===== config.mk =====
export PLATFORM = sky130hd
export DESIGN_NAME = scanline_emu
export DESIGN_NICKNAME = d
export VERILOG_FILES = /design/src/sl_pkg.sv /design/src/sl_cfg_if.sv /design/src/sl_decode.sv /design/src/sl_execute.sv /design/src/sl_result.sv /design/src/scanline_emu.sv
export SDC_FILE = /design/constraint.sdc
export NUM_CORES = 1
export LEC_CHECK = 0
export ABC_AREA = 1
export BUFFER_PORTS_ARGS = -buffer_cell sky130_fd_sc_hd__buf_2
export CORE_MARGIN = 2
export CORE_UTILIZATION = 40
export CTS_CLUSTER_DIAMETER = 120
export DETAILED_ROUTE_END_ITERATION = 6
export PLACE_DENSITY = 0.59
export SLEW_MARGIN = 40
export SYNTH_ARGS = -nofsm -noshare
export SYNTH_HDL_FRONTEND = slang
export SYNTH_SLANG_ARGS = --single-unit

===== constraint.sdc =====
create_clock -name VCLK_i -period 5.85 [get_ports VCLK_i]
set_clock_uncertainty 0.05 [all_clocks]
set_input_delay 0.2925 -clock VCLK_i [delete_from_list [all_inputs] [get_ports VCLK_i]]
set_output_delay 0.2925 -clock VCLK_i [all_outputs]
set_load 0.03 [all_outputs]

===== src/sl_pkg.sv =====
// scanline emulation package
// channel widths, scanline thresholds, pipeline latencies and shared types

`default_nettype none

package sl_pkg;

  localparam int COLOR_W = 8;

  typedef logic [COLOR_W-1:0] pixel_t;
  typedef logic [COLOR_W:0]   luma_t;  // one bit headroom for g + (r+b)/2

  // one pixel of the video stream with its timing
  typedef struct packed {
    logic   hsync;
    logic   vsync;
    logic   de;
    pixel_t red;
    pixel_t green;
    pixel_t blue;
  } video_t;

  typedef enum logic [1:0] {
    TH_DEFAULT = 2'b00,  // handled as normal
    TH_THIN    = 2'b01,
    TH_NORMAL  = 2'b10,
    TH_THICK   = 2'b11
  } sl_thickness_e;

  typedef enum logic [1:0] {
    PR_HANN  = 2'b00,  // handled as rect
    PR_GAUSS = 2'b01,  // handled as rect
    PR_RECT  = 2'b10,
    PR_FLAT  = 2'b11
  } sl_profile_e;

  // positions in 1/256 of a line with 8'h80 at the line center
  localparam pixel_t OFS_THIN       = 8'h30;
  localparam pixel_t OFS_NORMAL     = 8'h20;
  localparam pixel_t OFS_THICK      = 8'h10;
  localparam pixel_t PROFILE_W      = 8'h40;
  localparam pixel_t HALF_PROFILE_W = 8'h20;
  localparam pixel_t FLAT_LEVEL     = 8'h80;  // 0.5 strength

  localparam int DECODE_LAT  = 3;
  localparam int EXECUTE_LAT = 4;
  localparam int RESULT_LAT  = 2;
  localparam int PIPE_LAT    = DECODE_LAT + EXECUTE_LAT + RESULT_LAT;

endpackage

`default_nettype wire


===== src/sl_cfg_if.sv =====
// scanline configuration bundle
// decode reads the position and shape, execute reads strength and bloom

`default_nettype none

interface sl_cfg_if;

  import sl_pkg::*;

  logic          en;
  sl_thickness_e thickness;
  sl_profile_e   profile;
  logic [7:0]    rel_pos;   // position inside the current line
  logic [7:0]    strength;
  logic [4:0]    bloom;

  modport dec_mp (
    input en,
    input thickness,
    input profile,
    input rel_pos
  );

  modport exe_mp (
    input strength,
    input bloom
  );

endinterface

`default_nettype wire


===== src/sl_decode.sv =====
// scanline decode
// folds the line position around the center, removes the thickness offset
// and forms the profile value plus the draw and max flags in three stages

`default_nettype none

module sl_decode (
  input  wire             VCLK_i,
  input  wire             nVRST_i,
  sl_cfg_if.dec_mp        cfg,
  output sl_pkg::pixel_t  prof_o,
  output logic            max_o,
  output logic            draw_o
);

  import sl_pkg::*;

  pixel_t fold_r;   // stage 1
  pixel_t ofs;
  pixel_t diff_r;   // stage 2
  logic   flat_r;
  logic   draw_r;
  logic   max_r;

  // offset of the profile start from the line edge
  always_comb begin
    case (cfg.thickness)
      TH_THIN:  ofs = OFS_THIN;
      TH_THICK: ofs = OFS_THICK;
      default:  ofs = OFS_NORMAL;  // normal and default
    endcase
  end

  //////////////////////////////////////////////////
  // decode pipeline

  always_ff @(posedge VCLK_i or negedge nVRST_i) begin
    if (!nVRST_i) begin
      fold_r <= '0;
      diff_r <= '0;
      flat_r <= 1'b0;
      draw_r <= 1'b0;
      max_r  <= 1'b0;
      prof_o <= '0;
      max_o  <= 1'b0;
      draw_o <= 1'b0;
    end else begin
      // map the position to 0 .. 0.5
      fold_r <= (cfg.rel_pos > 8'h80) ? 8'h00 - cfg.rel_pos : cfg.rel_pos;

      diff_r <= fold_r - ofs;  // wraps below the offset
      flat_r <= (cfg.profile == PR_FLAT);
      case (cfg.profile)
        PR_FLAT: begin
          draw_r <= fold_r >= ofs + HALF_PROFILE_W;
          max_r  <= fold_r > ofs + HALF_PROFILE_W;
        end
        default: begin  // rect also covers hann and gauss
          draw_r <= fold_r > ofs;
          max_r  <= fold_r >= ofs + PROFILE_W;
        end
      endcase

      // rect ramp is diff scaled by four with the top bits fed back in
      prof_o <= flat_r ? FLAT_LEVEL : {diff_r[5:0], diff_r[5:4]};
      max_o  <= max_r;
      draw_o <= draw_r & cfg.en;
    end
  end

endmodule

`default_nettype wire


===== src/sl_execute.sv =====
// scanline execute
// luma reference, bloom scaling and saturated strength
// combined into the darkening factor applied by the result stage

`default_nettype none

module sl_execute (
  input  wire             VCLK_i,
  input  wire             nVRST_i,
  sl_cfg_if.exe_mp        cfg,
  input  wire sl_pkg::pixel_t red_i,
  input  wire sl_pkg::pixel_t green_i,
  input  wire sl_pkg::pixel_t blue_i,
  input  wire sl_pkg::pixel_t prof_i,
  input  wire             max_i,
  output sl_pkg::pixel_t  factor_o
);

  import sl_pkg::*;

  luma_t       rpb_r;      // r + b
  pixel_t      green_r;
  luma_t       ref_r;      // luma approximation
  luma_t       pre_r;      // bloom scaled reference
  luma_t       pre_d;
  pixel_t      corr_r;     // strength after profile
  pixel_t      corr_d;
  luma_t       vref_r;
  pixel_t      red_r;      // effective reduction
  logic [13:0] pre_full;
  logic [15:0] corr_full;
  logic [16:0] vref_full;

  assign pre_full  = ref_r * cfg.bloom;
  assign corr_full = prof_i * cfg.strength;
  assign vref_full = pre_d * corr_r;

  always_ff @(posedge VCLK_i or negedge nVRST_i) begin
    if (!nVRST_i) begin
      rpb_r    <= '0;
      green_r  <= '0;
      ref_r    <= '0;
      pre_r    <= '0;
      pre_d    <= '0;
      corr_r   <= '0;
      corr_d   <= '0;
      vref_r   <= '0;
      red_r    <= '0;
      factor_o <= '0;
    end else begin
      // reference path lines up with decode after three stages
      rpb_r   <= {1'b0, red_i} + {1'b0, blue_i};
      green_r <= green_i;
      ref_r   <= {1'b0, green_r} + {1'b0, rpb_r[COLOR_W:1]};
      pre_r   <= pre_full[13:5];   // bloom in 1/32 steps

      // strength saturates at the profile plateau
      corr_r <= max_i ? cfg.strength : corr_full[15:8];
      pre_d  <= pre_r;

      vref_r <= vref_full[16:8];
      corr_d <= corr_r;

      // bright pixels may cancel the scanline completely
      red_r    <= ({1'b0, corr_d} < vref_r) ? '0 : corr_d - vref_r[COLOR_W-1:0];
      factor_o <= 8'hff - red_r;
    end
  end

endmodule

`default_nettype wire


===== src/sl_result.sv =====
// scanline result stage
// delays the video to meet the factor, scales the channels and
// selects scaled or original pixels for the output

`default_nettype none

module sl_result (
  input  wire                 VCLK_i,
  input  wire                 nVRST_i,
  input  wire                 hsync_i,
  input  wire                 vsync_i,
  input  wire                 de_i,
  input  wire sl_pkg::pixel_t red_i,
  input  wire sl_pkg::pixel_t green_i,
  input  wire sl_pkg::pixel_t blue_i,
  input  wire                 draw_i,
  input  wire sl_pkg::pixel_t factor_i,
  output logic                hsync_o,
  output logic                vsync_o,
  output logic                de_o,
  output logic [3*sl_pkg::COLOR_W-1:0] vdata_o
);

  import sl_pkg::*;

  video_t vid_d [PIPE_LAT-RESULT_LAT];                  // up to the factor
  logic [PIPE_LAT-RESULT_LAT-DECODE_LAT-1:0] draw_d;    // decode flag to the factor
  video_t vid_p;
  logic   draw_p;
  pixel_t red_p, green_p, blue_p;

  function automatic pixel_t scale(input pixel_t pix, input pixel_t f);
    logic [2*COLOR_W-1:0] prod;
    prod = pix * f;
    return prod[2*COLOR_W-1:COLOR_W];
  endfunction

  always_ff @(posedge VCLK_i or negedge nVRST_i) begin
    if (!nVRST_i) begin
      for (int i = 0; i < PIPE_LAT-RESULT_LAT; i++) vid_d[i] <= '0;
      draw_d  <= '0;
      vid_p   <= '0;
      draw_p  <= 1'b0;
      red_p   <= '0;
      green_p <= '0;
      blue_p  <= '0;
      hsync_o <= 1'b0;
      vsync_o <= 1'b0;
      de_o    <= 1'b0;
      vdata_o <= '0;
    end else begin
      vid_d[0] <= '{hsync_i, vsync_i, de_i, red_i, green_i, blue_i};
      for (int i = 1; i < PIPE_LAT-RESULT_LAT; i++) vid_d[i] <= vid_d[i-1];
      draw_d <= {draw_d[PIPE_LAT-RESULT_LAT-DECODE_LAT-2:0], draw_i};

      // product stage
      vid_p   <= vid_d[PIPE_LAT-RESULT_LAT-1];
      draw_p  <= draw_d[PIPE_LAT-RESULT_LAT-DECODE_LAT-1];
      red_p   <= scale(vid_d[PIPE_LAT-RESULT_LAT-1].red, factor_i);
      green_p <= scale(vid_d[PIPE_LAT-RESULT_LAT-1].green, factor_i);
      blue_p  <= scale(vid_d[PIPE_LAT-RESULT_LAT-1].blue, factor_i);

      // blanking passes the output select untouched
      hsync_o <= vid_p.hsync;
      vsync_o <= vid_p.vsync;
      de_o    <= vid_p.de;
      if (vid_p.de && draw_p)
        vdata_o <= {red_p, green_p, blue_p};
      else
        vdata_o <= {vid_p.red, vid_p.green, vid_p.blue};
    end
  end

endmodule

`default_nettype wire


===== src/scanline_emu.sv =====
// scanline emulator top
// darkens a 24 bit rgb stream along a configurable crt scanline profile
// fixed latency of nine clocks for video and syncs

`default_nettype none

module scanline_emu (
  input  wire                          VCLK_i,
  input  wire                          nVRST_i,
  input  wire                          HSYNC_i,
  input  wire                          VSYNC_i,
  input  wire                          DE_i,
  input  wire [3*sl_pkg::COLOR_W-1:0]  vdata_i,   // r, g, b from the top
  input  wire                          sl_en_i,
  input  wire sl_pkg::sl_thickness_e   sl_thickness_i,
  input  wire sl_pkg::sl_profile_e     sl_profile_i,
  input  wire [7:0]                    sl_rel_pos_i,
  input  wire [7:0]                    sl_strength_i,
  input  wire [4:0]                    sl_bloom_i,
  output logic                         HSYNC_o,
  output logic                         VSYNC_o,
  output logic                         DE_o,
  output logic [3*sl_pkg::COLOR_W-1:0] vdata_o
);

  import sl_pkg::*;

  pixel_t red_w, green_w, blue_w;
  pixel_t prof_w;
  pixel_t factor_w;
  logic   max_w;
  logic   draw_w;

  sl_cfg_if cfg_if ();

  // configuration is quasi static
  assign cfg_if.en        = sl_en_i;
  assign cfg_if.thickness = sl_thickness_i;
  assign cfg_if.profile   = sl_profile_i;
  assign cfg_if.rel_pos   = sl_rel_pos_i;
  assign cfg_if.strength  = sl_strength_i;
  assign cfg_if.bloom     = sl_bloom_i;

  assign red_w   = vdata_i[3*COLOR_W-1:2*COLOR_W];
  assign green_w = vdata_i[2*COLOR_W-1:COLOR_W];
  assign blue_w  = vdata_i[COLOR_W-1:0];

  //////////////////////////////////////////////////
  // pipeline stages

  sl_decode decode_inst (
    .VCLK_i  (VCLK_i),
    .nVRST_i (nVRST_i),
    .cfg     (cfg_if.dec_mp),
    .prof_o  (prof_w),
    .max_o   (max_w),
    .draw_o  (draw_w)
  );

  sl_execute execute_inst (
    .VCLK_i   (VCLK_i),
    .nVRST_i  (nVRST_i),
    .cfg      (cfg_if.exe_mp),
    .red_i    (red_w),
    .green_i  (green_w),
    .blue_i   (blue_w),
    .prof_i   (prof_w),
    .max_i    (max_w),
    .factor_o (factor_w)
  );

  sl_result result_inst (
    .VCLK_i   (VCLK_i),
    .nVRST_i  (nVRST_i),
    .hsync_i  (HSYNC_i),
    .vsync_i  (VSYNC_i),
    .de_i     (DE_i),
    .red_i    (red_w),
    .green_i  (green_w),
    .blue_i   (blue_w),
    .draw_i   (draw_w),
    .factor_i (factor_w),
    .hsync_o  (HSYNC_o),
    .vsync_o  (VSYNC_o),
    .de_o     (DE_o),
    .vdata_o  (vdata_o)
  );

endmodule

`default_nettype wire


Yosys cells after proc, flatten, opt, wreduce, memory -nomap -nowiden

Index checks and enable logic that the tools add are counted.

Register bits: 376
Word-level logic and storage cells: 107
Output and inout port bits: 27
Bits of input ports: 55

Add/sub/neg operators: 8
Eq/ne operators: 3
Multiplexer cells: 8
$mul: 6
Reduce and logical (&&, ||, !) cells: 1
$lt $le $gt $ge: 6
Bitwise logic cells: 1

Operators with widths:

| operator                                                               | number |
|---|---|
| 8-bit by 8-bit multiplier with 16-bit output                           | 4 |
| 8-bit 2-to-1 mux                                                       | 4 |
| 24-bit 2-to-1 mux                                                      | 1 |
| 8-bit by 8-bit adder with 9-bit output                                 | 2 |
| 9-bit by 8-bit multiplier with 17-bit output                           | 1 |
| 9-bit by 5-bit multiplier with 14-bit output                           | 1 |
| 6-bit one-hot mux with 2 select lines                                  | 1 |
| 8-bit by 9-bit < comparator with 1-bit output                          | 1 |
| 6-bit by 7-bit adder with 8-bit output (second input constant)         | 1 |
| 8-bit by 7-bit greater-or-equal comparator with 1-bit output           | 1 |
| 8-bit greater-or-equal comparator                                      | 1 |
| 8-bit by 6-bit greater-than comparator with 1-bit output               | 1 |
| 8-bit by 7-bit greater-than comparator with 1-bit output               | 1 |
| 8-bit greater-than comparator (second input constant)                  | 1 |
| 1-bit by 8-bit subtractor with 8-bit output (first input constant)     | 1 |
| 8-bit subtractor                                                       | 1 |
| 8-bit subtractor (first input constant)                                | 1 |
| 6-bit by 6-bit adder with 7-bit output (second input constant)         | 1 |
| 6-bit subtractor                                                       | 1 |
| 2-bit equality test (second input constant)                            | 2 |
| 2-bit by 1-bit equality test with 1-bit output (second input constant) | 1 |
| 1-bit 2-to-1 mux                                                       | 2 |
| 1-bit bitwise AND                                                      | 1 |
| 1-bit logical AND                                                      | 1 |

Longest topological paths before layout

Gate-level depths: netlist (run 1).

Depth in word-level cells: 5
Gate-level depth with buffers: 23

By module

From an unflattened synthesis (run 1), not the netlist that was laid out.

Cells, all modules: 2671
Area total of the unflattened synthesis: 24305.8 um^2

Modules (own cells, without submodules):

| module     | area an instance (um^2) | sequential area each (um^2) | cells an instance | times used |
|---|---|---|---|---|
| sl_result  | 13670.6                 | 6806.5                      | 1299              | 1 |
| sl_execute | 9442.8                  | 2102.0                      | 1235              | 1 |
| sl_decode  | 1192.4                  | 650.6                       | 137               | 1 |

Least setup slack after synthesis (run 1)

No wires, ideal clock.

Path kind: reg2reg
From: reg execute_inst.factor_o[7]
To: reg result_inst.red_p[6]
Data required time: 5.684 ns
Path buffers: 1
Clock period less this slack: 4.141 ns
Slack: 1.709 ns
Arrival time: 3.975 ns
Cell stages (with the launch flop): 19
Cells stage by stage: dfrtp_1 clkbuf_1 nand2_1 fa_1 fa_1 inv_1 fa_1 inv_1 fa_1 inv_1 ha_1 nand2_1 nand2_1 a31oi_1 nor2_1 nor2_1 nand2_1 nand2_1 nand2_1

Cells in the longest elaborated chain, start to end: 1

Ends and longest elaborated chain:

| what                                         | line             | text |
|---|---|---|
| from (decl)                                  | sl_execute.sv:16 | `output sl_pkg::pixel_t factor_o` |
| from (signal assigned)                       | sl_execute.sv:66 | `factor_o <= 8'hff - red_r;` |
| 8-bit by 8-bit multiplier with 16-bit output | sl_result.sv:34  | `prod = pix * f;` |
| to (signal assigned)                         | sl_result.sv:59  | `red_p <= scale(vid_d[PIPE_LAT-RESULT_LAT-1].red, factor_i);` |
| to (decl)                                    | sl_result.sv:30  | `pixel_t red_p, green_p, blue_p;` |

No other way between the ends.

Final worst setup path (run 1)

Ends and elaborated chain as after synthesis.

==> results of run 1 <==
[registers in the layout (all words and copies together) (netlist names), 9 cells and up]
| name | count |
|---|---|
| execute_inst.pre_d | 9 |
| result_inst.vid_d | 189 |
| execute_inst.vref_r | 9 |
| execute_inst.ref_r | 9 |
| result_inst.vdata_o | 24 |
| execute_inst.pre_r | 9 |
| result_inst.vid_p | 27 |
[layout by cell type (no fill, tap or decap), types with 10 or more instances in the layout]
| cell type | count |
|---|---|
| mux2_2 | 24 |
| buf_2 | 80 |
| clkbuf_16 | 40 |
| inv_1 | 694 |
| nand4_1 | 19 |
| nand2_1 | 633 |
| o21bai_1 | 14 |
| xnor2_1 | 14 |
| fa_1 | 206 |
| nand3b_1 | 10 |
| a21oi_1 | 67 |
| nor2_1 | 88 |
| xor2_1 | 30 |
| ha_1 | 214 |
| dfrtp_1 | 367 |
| nor3_1 | 19 |
| o21ai_0 | 21 |
| nand3_1 | 77 |
| dlygate4sd3_1 | 43 |
[critical path: stages (launching register included)]
cell and delay [ps]:
dfrtp_2 650, nand2_1 140, fa_1 520, fa_1 540, inv_1 50, fa_1 530, inv_1 60, fa_1 530
inv_1 40, ha_1 350, nand2_1 90, nand2_1 80, a31oi_1 270, nor2_1 70, nor2_1 130, nand2_1 70
nand2_1 50, nand2_1 50
[cells in the mapped netlist, types with 2 or more instances]
cell type,n
or2_2,3
fa_1,206
xor2_1,30
xnor2_1,14
nor3_1,19
nor2_1,88
mux2_2,24
o21ai_1,4
nand2_2,4
dfrtp_1,374
inv_1,694
nand4_1,19
o211ai_1,3
ha_1,214
nand2_1,633
o21bai_1,14
clkbuf_2,9
o21ai_2,2
a31oi_1,8
nand3_1,77
clkbuf_1,47
a21oi_1,67
o21a_1,2
a21o_1,9
nand3b_1,10
buf_2,18
and2_1,4
o21ai_0,21
[logic make-up (layout without fill, tap and decap cells)]
logic type | after synthesis | count (layout)
simple gates | 861 | 861
buf+inv | 771 | 901
fa+ha+maj | 420 | 420
flops | 374 | 374
compound gates | 134 | 134
xor+xnor | 44 | 44
mux | 24 | 24
[per-stage QoR]
| step | utilization, % | instance area, um2 | std cells | setup slack, ps | hold WS (ps) |
|---|---|---|---|---|---|
| floorplan | - | 24000 | 2628 | 1710 | -53.1 |
| global placement | 42.4 | 25100 | 3411 | 1240 | 281 |
| detailed placement | 42.4 | 25100 | 3411 | 1160 | 285 |
| CTS | 45.5 | 26900 | 3528 | 1150 | 10.7 |
| global route | 45.6 | 27000 | 3531 | 1100 | 34.1 |
| finish | 45.6 | 27000 | 3531 | 1450 | 41.6 |
[what timing repair did]
action / CTS / global route
hold endpoints to repair: 134 / 0
setup buffers: 0 / 0
hold buffers: 43 / 0
resized for setup: 0 / 0
[area by class of cell]
class	count	area, um2	area share, %
tap	773	967	3.58
sequential	374	9370	34.7
multi-input combinational	1483	11700	43.4
clock inverter	23	280	1.04
timing repair buffer	132	975	3.61
clock buffer	51	1090	4.04
inverter	695	2610	9.66
[per-layer routing]
layer | GRT usage (%) | share of wire, % | vias to the layer above
met1 | 21.2 | 45 | 7954
met3 | 2.41 | 4.6 | 64
met2 | 27.8 | 49 | 309
met4 | 4.20 | 2.0 | 0
li1 | - | - | 7916
met5 | 0 | 0 | -
[worst paths after layout]
check	from	end	slack (ps)	cells past startpoint
worst max-delay path	execute_inst.factor_o[7]$_DFF_PN0_	result_inst.red_p[6]$_DFF_PN0_	1450	17
worst min-delay path	sl_strength_i[4]	execute_inst.corr_r[4]$_DFF_PN0_	40	3
worst max register to register	execute_inst.factor_o[7]$_DFF_PN0_	result_inst.red_p[6]$_DFF_PN0_	1450	17
worst min register to register	result_inst.vid_d[140]$_DFF_PN0_	result_inst.vid_d[113]$_DFF_PN0_	290	0
max in group asynchronous	nVRST_i	result_inst.vid_d[171]$_DFF_PN0_	4180	5
min in group asynchronous	nVRST_i	result_inst.draw_p$_DFF_PN0_	120	2
==> results_dict.tcl, run 1 <==
set metrics [dict create \
    drc 0 \
    synthTopCellsByArea "dfrtp_1 (39%), fa_1 (17%), ha_1 (11%), inv_1 (11%), nand2_1 (9.9%)" \
    drt_iter0_drc 826 \
    antenna_left 0 \
    layout_min_cycle_time_ps 4400 \
    slew_violations 0 \
    period_share_pct 75.1 \
    rows 89 \
    holdCritPathClass "in -> reg" \
    synth.net_count 3103 \
    gp_congestion 0.871 \
    vias 16243 \
    rsz0062_at_grt "false" \
    cp.required_ps 6270 \
    area_delta_synth_final_pct 12.5 \
    insertion_delay_ps 570 \
    grt_overflow 0 \
    synth_top_family_by_area "adder cells" \
    num_io_pins 82 \
    grt_pass1_wl_um 82500 \
    hold_viol_final 0 \
    cts_buffer_depth 3 \
    status "complete, no violations" \
    final_net_count 3201 \
    synthAdderAreaFrac_pct 28.3 \
    critPathArrivalTime_ps 4810 \
    grt_usage_pct 16.1 \
    die_h_um 249 \
    syn_area_per_cell_um2 9.14 \
    synth_top_flop_cell "dfrtp_1" \
    synth_cell_type_count 39 \
    wirelength_um 47600 \
    setup_viol 0 \
    slew_headroom_pct 59.8 \
    diodes 0 \
    place.port_buffers 81 \
    core_um2 59200 \
    synth_cells 2628 \
    antenna_found_initial 0 \
    ys.warnings.count 0 \
    synthMuxAreaShare_pct 1.13 \
    path_clk_slew_ps 60 \
    synth_seq_cells 374 \
    fill_cells 5629 \
    synth_top_area_share_pct 39.0 \
    syn-cell-area_um2 24000 \
    viasPerCell 4.60 \
    synth_edf_count 0 \
    tightest_slew_ps 596 \
    fmax_mhz 228 \
    cap_violations 0 \
    cts_sinks 374 \
    synth_xor_area_share_pct 1.60 \
    endpoint_kind "register" \
    clock-root-buffer "clkbuf_16" \
    synth-simple-area-share_pct 14.5 \
    drt_pass1_iterations 7 \
    grt_pass1_vias 17183 \
    numCtsBuffers 40 \
    fp.dieArea_um2 62000 \
    critPathKind "reg -> reg" \
    die_w_um 249 \
    finalSetupTns_ps 0 \
    grt_max_degree 163 \
    htreeDepth 2 \
    final_layout_size_suffix_gt1_share_pct 7.32 \
    crit_path_start_kind "register" \
    yosysTopAreaCell "dfrtp_1" \
    cts_tree "built" \
    seq_area_frac_synth_pct 39.0 \
    initial_core_util_pct 40.5 \
    crit_fanout 24 \
    drt-wirelength-per-cell_um 13.5 \
    place_hpwl_um 36400 \
    synthArstFlopShare_pct 100 \
    synth_compound_area_share_pct 3.26 \
]
Power of run 1 is not shown: default switching activity piles up to over one toggle a cycle in this logic, so the estimate is an artifact.
==> run 2: changes to the inputs <==
--- a/config.mk
+++ b/config.mk
@@ -5,13 +5,13 @@
 export SDC_FILE = /design/constraint.sdc
 export NUM_CORES = 1
 export LEC_CHECK = 0
-export ABC_AREA = 1
+export ABC_AREA = 0
 export BUFFER_PORTS_ARGS = -buffer_cell sky130_fd_sc_hd__buf_2
 export CORE_MARGIN = 2
 export CORE_UTILIZATION = 40
 export CTS_CLUSTER_DIAMETER = 120
 export DETAILED_ROUTE_END_ITERATION = 6
-export PLACE_DENSITY = 0.59
+export PLACE_DENSITY = 0.6
 export SLEW_MARGIN = 40
 export SYNTH_ARGS = -nofsm -noshare
 export SYNTH_HDL_FRONTEND = slang
==> constraint.sdc (replaced) <==
create_clock -name VCLK_i -period 4.4 [get_ports VCLK_i]
set_clock_uncertainty 0.05 [all_clocks]
set_input_delay 0.22 -clock VCLK_i [delete_from_list [all_inputs] [get_ports VCLK_i]]
set_output_delay 0.22 -clock VCLK_i [all_outputs]
set_load 0.03 [all_outputs]
==> results_dict.tcl, run 2 <==
set metrics [dict create \
    synth_top_flop_cell "dfrtp_1" \
    synth_top_family_by_area "adder cells" \
    fmax_mhz 226 \
    synth_xor_area_share_pct 2.65 \
    synth_edf_count 0 \
    synth_cells 1835 \
    synth.net_count 2310 \
    drt-wirelength-per-cell_um 14.2 \
    critPathKind "reg -> reg" \
    dp_slack_ps -217 \
    status "finished with violations" \
    routed.top_layer "met4" \
    final_common_cell "dfrtp_1" \
    crit_fanout 4 \
    critPathArrivalTime_ps 4800 \
    insertion_delay_ps 570 \
    wl_met1_um 18400 \
    top_regs "result_inst.vid_d (189), result_inst.vid_p (27), result_inst.vdata_o (24)" \
    grt_usage_pct 15.4 \
    grt_max_degree 115 \
    cap_violations 0 \
    diodes 0 \
    die_h_um 238 \
    clock-root-buffer "clkbuf_16" \
    synth_cell_type_count 51 \
    place_hpwl_um 30900 \
    yosys-top-cells-count "dfrtp_1 (374), inv_1 (309), and2_1 (274)" \
    wirelength_um 40600 \
    synth.most_common_cell "dfrtp_1" \
    setup_viol 2 \
    yosysTopAreaCell "dfrtp_1" \
    crit_path_start_kind "register" \
    core_um2 53900 \
    num_io_pins 82 \
    drt_pass1_iterations 4 \
    place.port_buffers 81 \
    initial_core_util_pct 40.5 \
    cts_sinks 374 \
    drc 0 \
    cp.required_ps 4780 \
    syn_area_per_cell_um2 11.9 \
    cp_num_buf_inv 2 \
    synth_seq_cells 374 \
    path_clk_slew_ps 60 \
    synthAdderAreaFrac_pct 31.1 \
    antenna_left 0 \
    cts_buffer_depth 3 \
    synth-simple-area-share_pct 11.9 \
    largest_register "result_inst.vid_d" \
    antenna_found_initial 0 \
    gp_congestion 0.831 \
    grt_overflow 0 \
    period_share_pct 100 \
    synthMuxAreaShare_pct 1.29 \
    slew_headroom_pct 52.9 \
    critical-path-max-stage-delay_ps 530 \
    area_delta_synth_final_pct 21.5 \
    route.met2.wl_um 19700 \
    crit_top_cell "fa_1" \
    layout_min_cycle_time_ps 4420 \
    dr_wl_met3_um 1660 \
    largest_reg_flops 189 \
    holdCritPathClass "in -> reg" \
    fin_ws_ps -16.7 \
    viasPerCell 4.59 \
    endpoint_kind "register" \
    fin_area_um2 26500 \
    violations "negative setup slack" \
    vias 13121 \
    cp_top_family "adder cells" \
    synth_top_area_share_pct 42.9 \
    hold_viol_final 0 \
    fp.dieArea_um2 56500 \
    layout_common_cells "dfrtp_1 (361), inv_1 (300), and2_1 (260)" \
    grt_pass1_wl_um 70600 \
    synthTopCellsByArea "dfrtp_1 (43%), fa_1 (19%), ha_1 (12%), and2_1 (7.9%), inv_1 (5.3%)" \
    numCtsBuffers 41 \
    cp_slowest_cell "fa_1" \
    grt_pass1_vias 14532 \
    synth_compound_area_share_pct 4.44 \
    syn-cell-area_um2 21800 \
    slew_violations 0 \
    crit_chain "and2_4, inv_2, fa_1, fa_1, inv_2, fa_1, fa_1, ha_2, o21a_1, o211a_1, a221o_1, a21o_1, a21oi_2, xor2_1, o21ai_1" \
    rsz0062_at_grt "true" \
    tightest_slew_ps 706 \
    rows 85 \
    htreeDepth 2 \
    final_layout_size_suffix_gt1_share_pct 19.0 \
    synthArstFlopShare_pct 100 \
    final_net_count 2611 \
    ys.warnings.count 0 \
    cts_tree "built" \
    drt_iter0_drc 453 \
    placed_area_um2 24100 \
    seq_area_frac_synth_pct 42.9 \
    die_w_um 238 \
]
[run 2: cell types whose count changed after synthesis, moves of 28 or more]
cell,previous run,this run
xnor2_1,14,42
nor2_1,88,33
inv_1,694,309
nand2_1,633,105
and2_1,4,274
nand3_1,77,3
[run 2: cell families after synthesis]
| group | Yosys count |
|---|---|
| mux | 25 |
| compound gates | 147 |
| simple gates | 469 |
| flops | 374 |
| buf+inv | 334 |
| xor+xnor | 66 |
| fa+ha+maj | 420 |
[run 2: through the flow]
stage / hold WS [ps] / cells / util (%) / setup TNS [ps]
2_1_floorplan: -126 / 1835 / - / 0
3_3_place_gp: 280 / 2718 / 44.7 / -1010
3_5_place_dp: 114 / 2719 / 44.7 / -1980
4_1_cts: 15.8 / 2854 / 48.8 / -295
5_1_grt: 25.0 / 2861 / 49.2 / -1930
6_report: 27.1 / 2861 / 49.2 / -29.6
[run 2: worst min-delay path, cell delays in order]
cell,delay (ps)
buf_2,120
buf_4,130
nand2_1,50
o21ai_1,80
[run 2: layout make-up]
class                   count  area, um2
flip-flops and latches    374       9380
repair buffers            283       2180
fillers                  4730      27400
multi-input cells        1127      11500
clock buffers              58       1160
inverters                 309       1160
well taps                 696        871
clock inverters            14        245
[run 2: path summary, 6_finish.rpt]
check	startpoint	end	slack (ps)	cells past startpoint
min in group asynchronous	nVRST_i	result_inst.vid_d[179]$_DFF_PN0_	100	2
max in group asynchronous	nVRST_i	result_inst.vid_d[4]$_DFF_PN0_	3260	3
worst min-delay path	sl_strength_i[5]	execute_inst.corr_r[5]$_DFF_PN0_	30	4
worst max-delay path	decode_inst.prof_o[6]$_DFF_PN0_	execute_inst.corr_r[4]$_DFF_PN0_	-20	15
worst max register to register	decode_inst.prof_o[6]$_DFF_PN0_	execute_inst.corr_r[4]$_DFF_PN0_	-20	15
worst min register to register	result_inst.vid_d[64]$_DFF_PN0_	result_inst.vid_d[37]$_DFF_PN0_	260	0
[run 2: per-layer routing]
metal / track usage [%] / vias to the layer above
met5: 0 / -
met4: 4.35 / 0
met3: 2.79 / 62
met2: 26.0 / 170
met1: 20.4 / 6581
li1: - / 6308
[run 2: repair_timing]
action | CTS | global route
endpoints found under the hold margin | 168 | 0
setup buffers | 15 | 7
resized for setup | 56 | 39
endpoints found under the setup margin | 20 | 20
hold buffers | 48 | 0
pin swaps | 66 | 44
Power of run 2 is left out for the same reason.
==> run 3: changes to the inputs <==
==> constraint.sdc (replaced) <==
create_clock -name VCLK_i -period 5.11 [get_ports VCLK_i]
set_clock_uncertainty 0.05 [all_clocks]
set_input_delay 0.2555 -clock VCLK_i [delete_from_list [all_inputs] [get_ports VCLK_i]]
set_output_delay 0.2555 -clock VCLK_i [all_outputs]
set_load 0.03 [all_outputs]
==> results_dict.tcl, run 3 (synthesis gave the netlist of run 2 again) <==
set metrics [dict create \
    rsz0062_at_grt "false" \
    endpoint_kind "register" \
    gp_congestion 0.837 \
    slew_headroom_pct 54.5 \
    wirelength_um 39200 \
    die_h_um 238 \
    num_io_pins 82 \
    fin_util_pct 46.9 \
    antenna_found_initial 1 \
    numCtsBuffers 43 \
    cts_tree "built" \
    cts_setup_buffers 0 \
    grt_pass1_wl_um 68700 \
    grt_overflow 0 \
    critPathArrivalTime_ps 5210 \
    critPathLaunch "result_inst.vid_d[19]$_DFF_PN0_" \
    antenna_left 0 \
    vias 12649 \
    cts_buffer_depth 3 \
    rr_worst_depth 17 \
    min_from "sl_strength_i[7]" \
    htreeDepth 2 \
    setup_viol 0 \
    drc 0 \
    path_clk_slew_ps 60 \
    tightest_slew_ps 683 \
    grt_max_degree 132 \
    initial_core_util_pct 40.5 \
    cp.required_ps 5560 \
    fin_ws_ps 348 \
    holdCritPathClass "in -> reg" \
    rows 85 \
    viasPerCell 4.62 \
    fp.dieArea_um2 56500 \
    finalSetupTns_ps 0 \
    period_share_pct 93.2 \
    area_delta_synth_final_pct 15.9 \
    whs_ps 50.7 \
    worstReg2RegStart "result_inst.vid_d[19]$_DFF_PN0_" \
    insertion_delay_ps 580 \
    hold_depth 3 \
    rrSetupSlack_ps 350 \
    crit_fanout 9 \
    top_regs "result_inst.vid_d (189), result_inst.vid_p (27), result_inst.vdata_o (24)" \
    critPathKind "reg -> reg" \
    cap_violations 0 \
    status "complete, no violations" \
    clock-root-buffer "clkbuf_16" \
    min_to "execute_inst.corr_r[7]$_DFF_PN0_" \
    layout_min_cycle_time_ps 4760 \
    dp_slack_ps 333 \
    grt_usage_pct 15.0 \
    crit_path_start_kind "register" \
    drt_iter0_drc 542 \
    place.port_buffers 81 \
    hold_viol_final 0 \
    diodes 0 \
    slew_violations 0 \
    cts_sinks 374 \
    final_common_cell "dfrtp_1" \
    fmax_mhz 210 \
    core_um2 53900 \
    layout_common_cells "dfrtp_1 (374), inv_1 (309), and2_1 (274)" \
    largest_reg_flops 189 \
    final_net_count 2483 \
    largest_register "result_inst.vid_d" \
    drt_pass1_iterations 5 \
    grt_pass1_vias 13819 \
    drt-wirelength-per-cell_um 14.3 \
    die_w_um 238 \
    place_hpwl_um 29400 \
    final_layout_size_suffix_gt1_share_pct 10.4 \
    reg2reg_to "result_inst.red_p[7]$_DFF_PN0_" \
]
## run 3: cell count changes in the layout (fill, tap and decap cells not counted), sizes merged
cell         change
buf            -133
clkbuf           -6
inv              +6
clkinv           +5
dlygate4sd3      +3
bufinv           +1
clkinvlp         +1
## run 3: worst max-delay path, stage by stage (launching register included)
cell and delay, ps:
dfrtp_1 470, and2_1 220, fa_1 530, inv_1 50, fa_1 490, inv_1 60
fa_1 520, inv_1 50, fa_1 520, inv_1 40, ha_1 310, a21oi_1 150
nor2b_1 60, a41o_1 240, o22a_1 260, a211o_1 340, a21oi_1 180, xnor2_1 140
## run 3: layout make-up
cell class              instances  area (um2)
multi-input cells            1127       11200
flip-flops and latches        374        9360
clock buffers                  52        1170
fillers                      4837       28600
well taps                     696         871
inverters                     309        1160
repair buffers                153        1150
clock inverters                27         369
## run 3: per-stage QoR
stage | cells | cell area (um2)
2_1_floorplan | 1835 | 21800
3_3_place_gp | 2606 | 23200
3_5_place_dp | 2608 | 23300
4_1_cts | 2738 | 25300
5_1_grt | 2738 | 25300
6_report | 2738 | 25300
## run 3: metal layers
metal  global-route usage, %  share of wire (%)  vias up
met4                    4.46                2.1        0
met3                    2.44                3.4       61
met2                    24.7                 48      163
met1                    20.6                 46     6353
met5                       0                  0        -
li1                        -                  -     6072
## run 3: how the worst max path moves through the flow
stage	to	slack, ps
after floorplan	result_inst.red_p[7]$_DFF_PN0_	460
after global placement	result_inst.red_p[7]$_DFF_PN0_	370
after detailed placement	result_inst.green_p[7]$_DFF_PN0_	330
after CTS	result_inst.red_p[7]$_DFF_PN0_	340
after global routing	result_inst.red_p[7]$_DFF_PN0_	90
final	result_inst.red_p[7]$_DFF_PN0_	350
## run 3: timing repair
item	in CTS	in global routing
hold buffers	51	0
endpoints found under the hold margin	233	0
gates resized for setup	0	0
Power of run 3 is left out for the same reason.
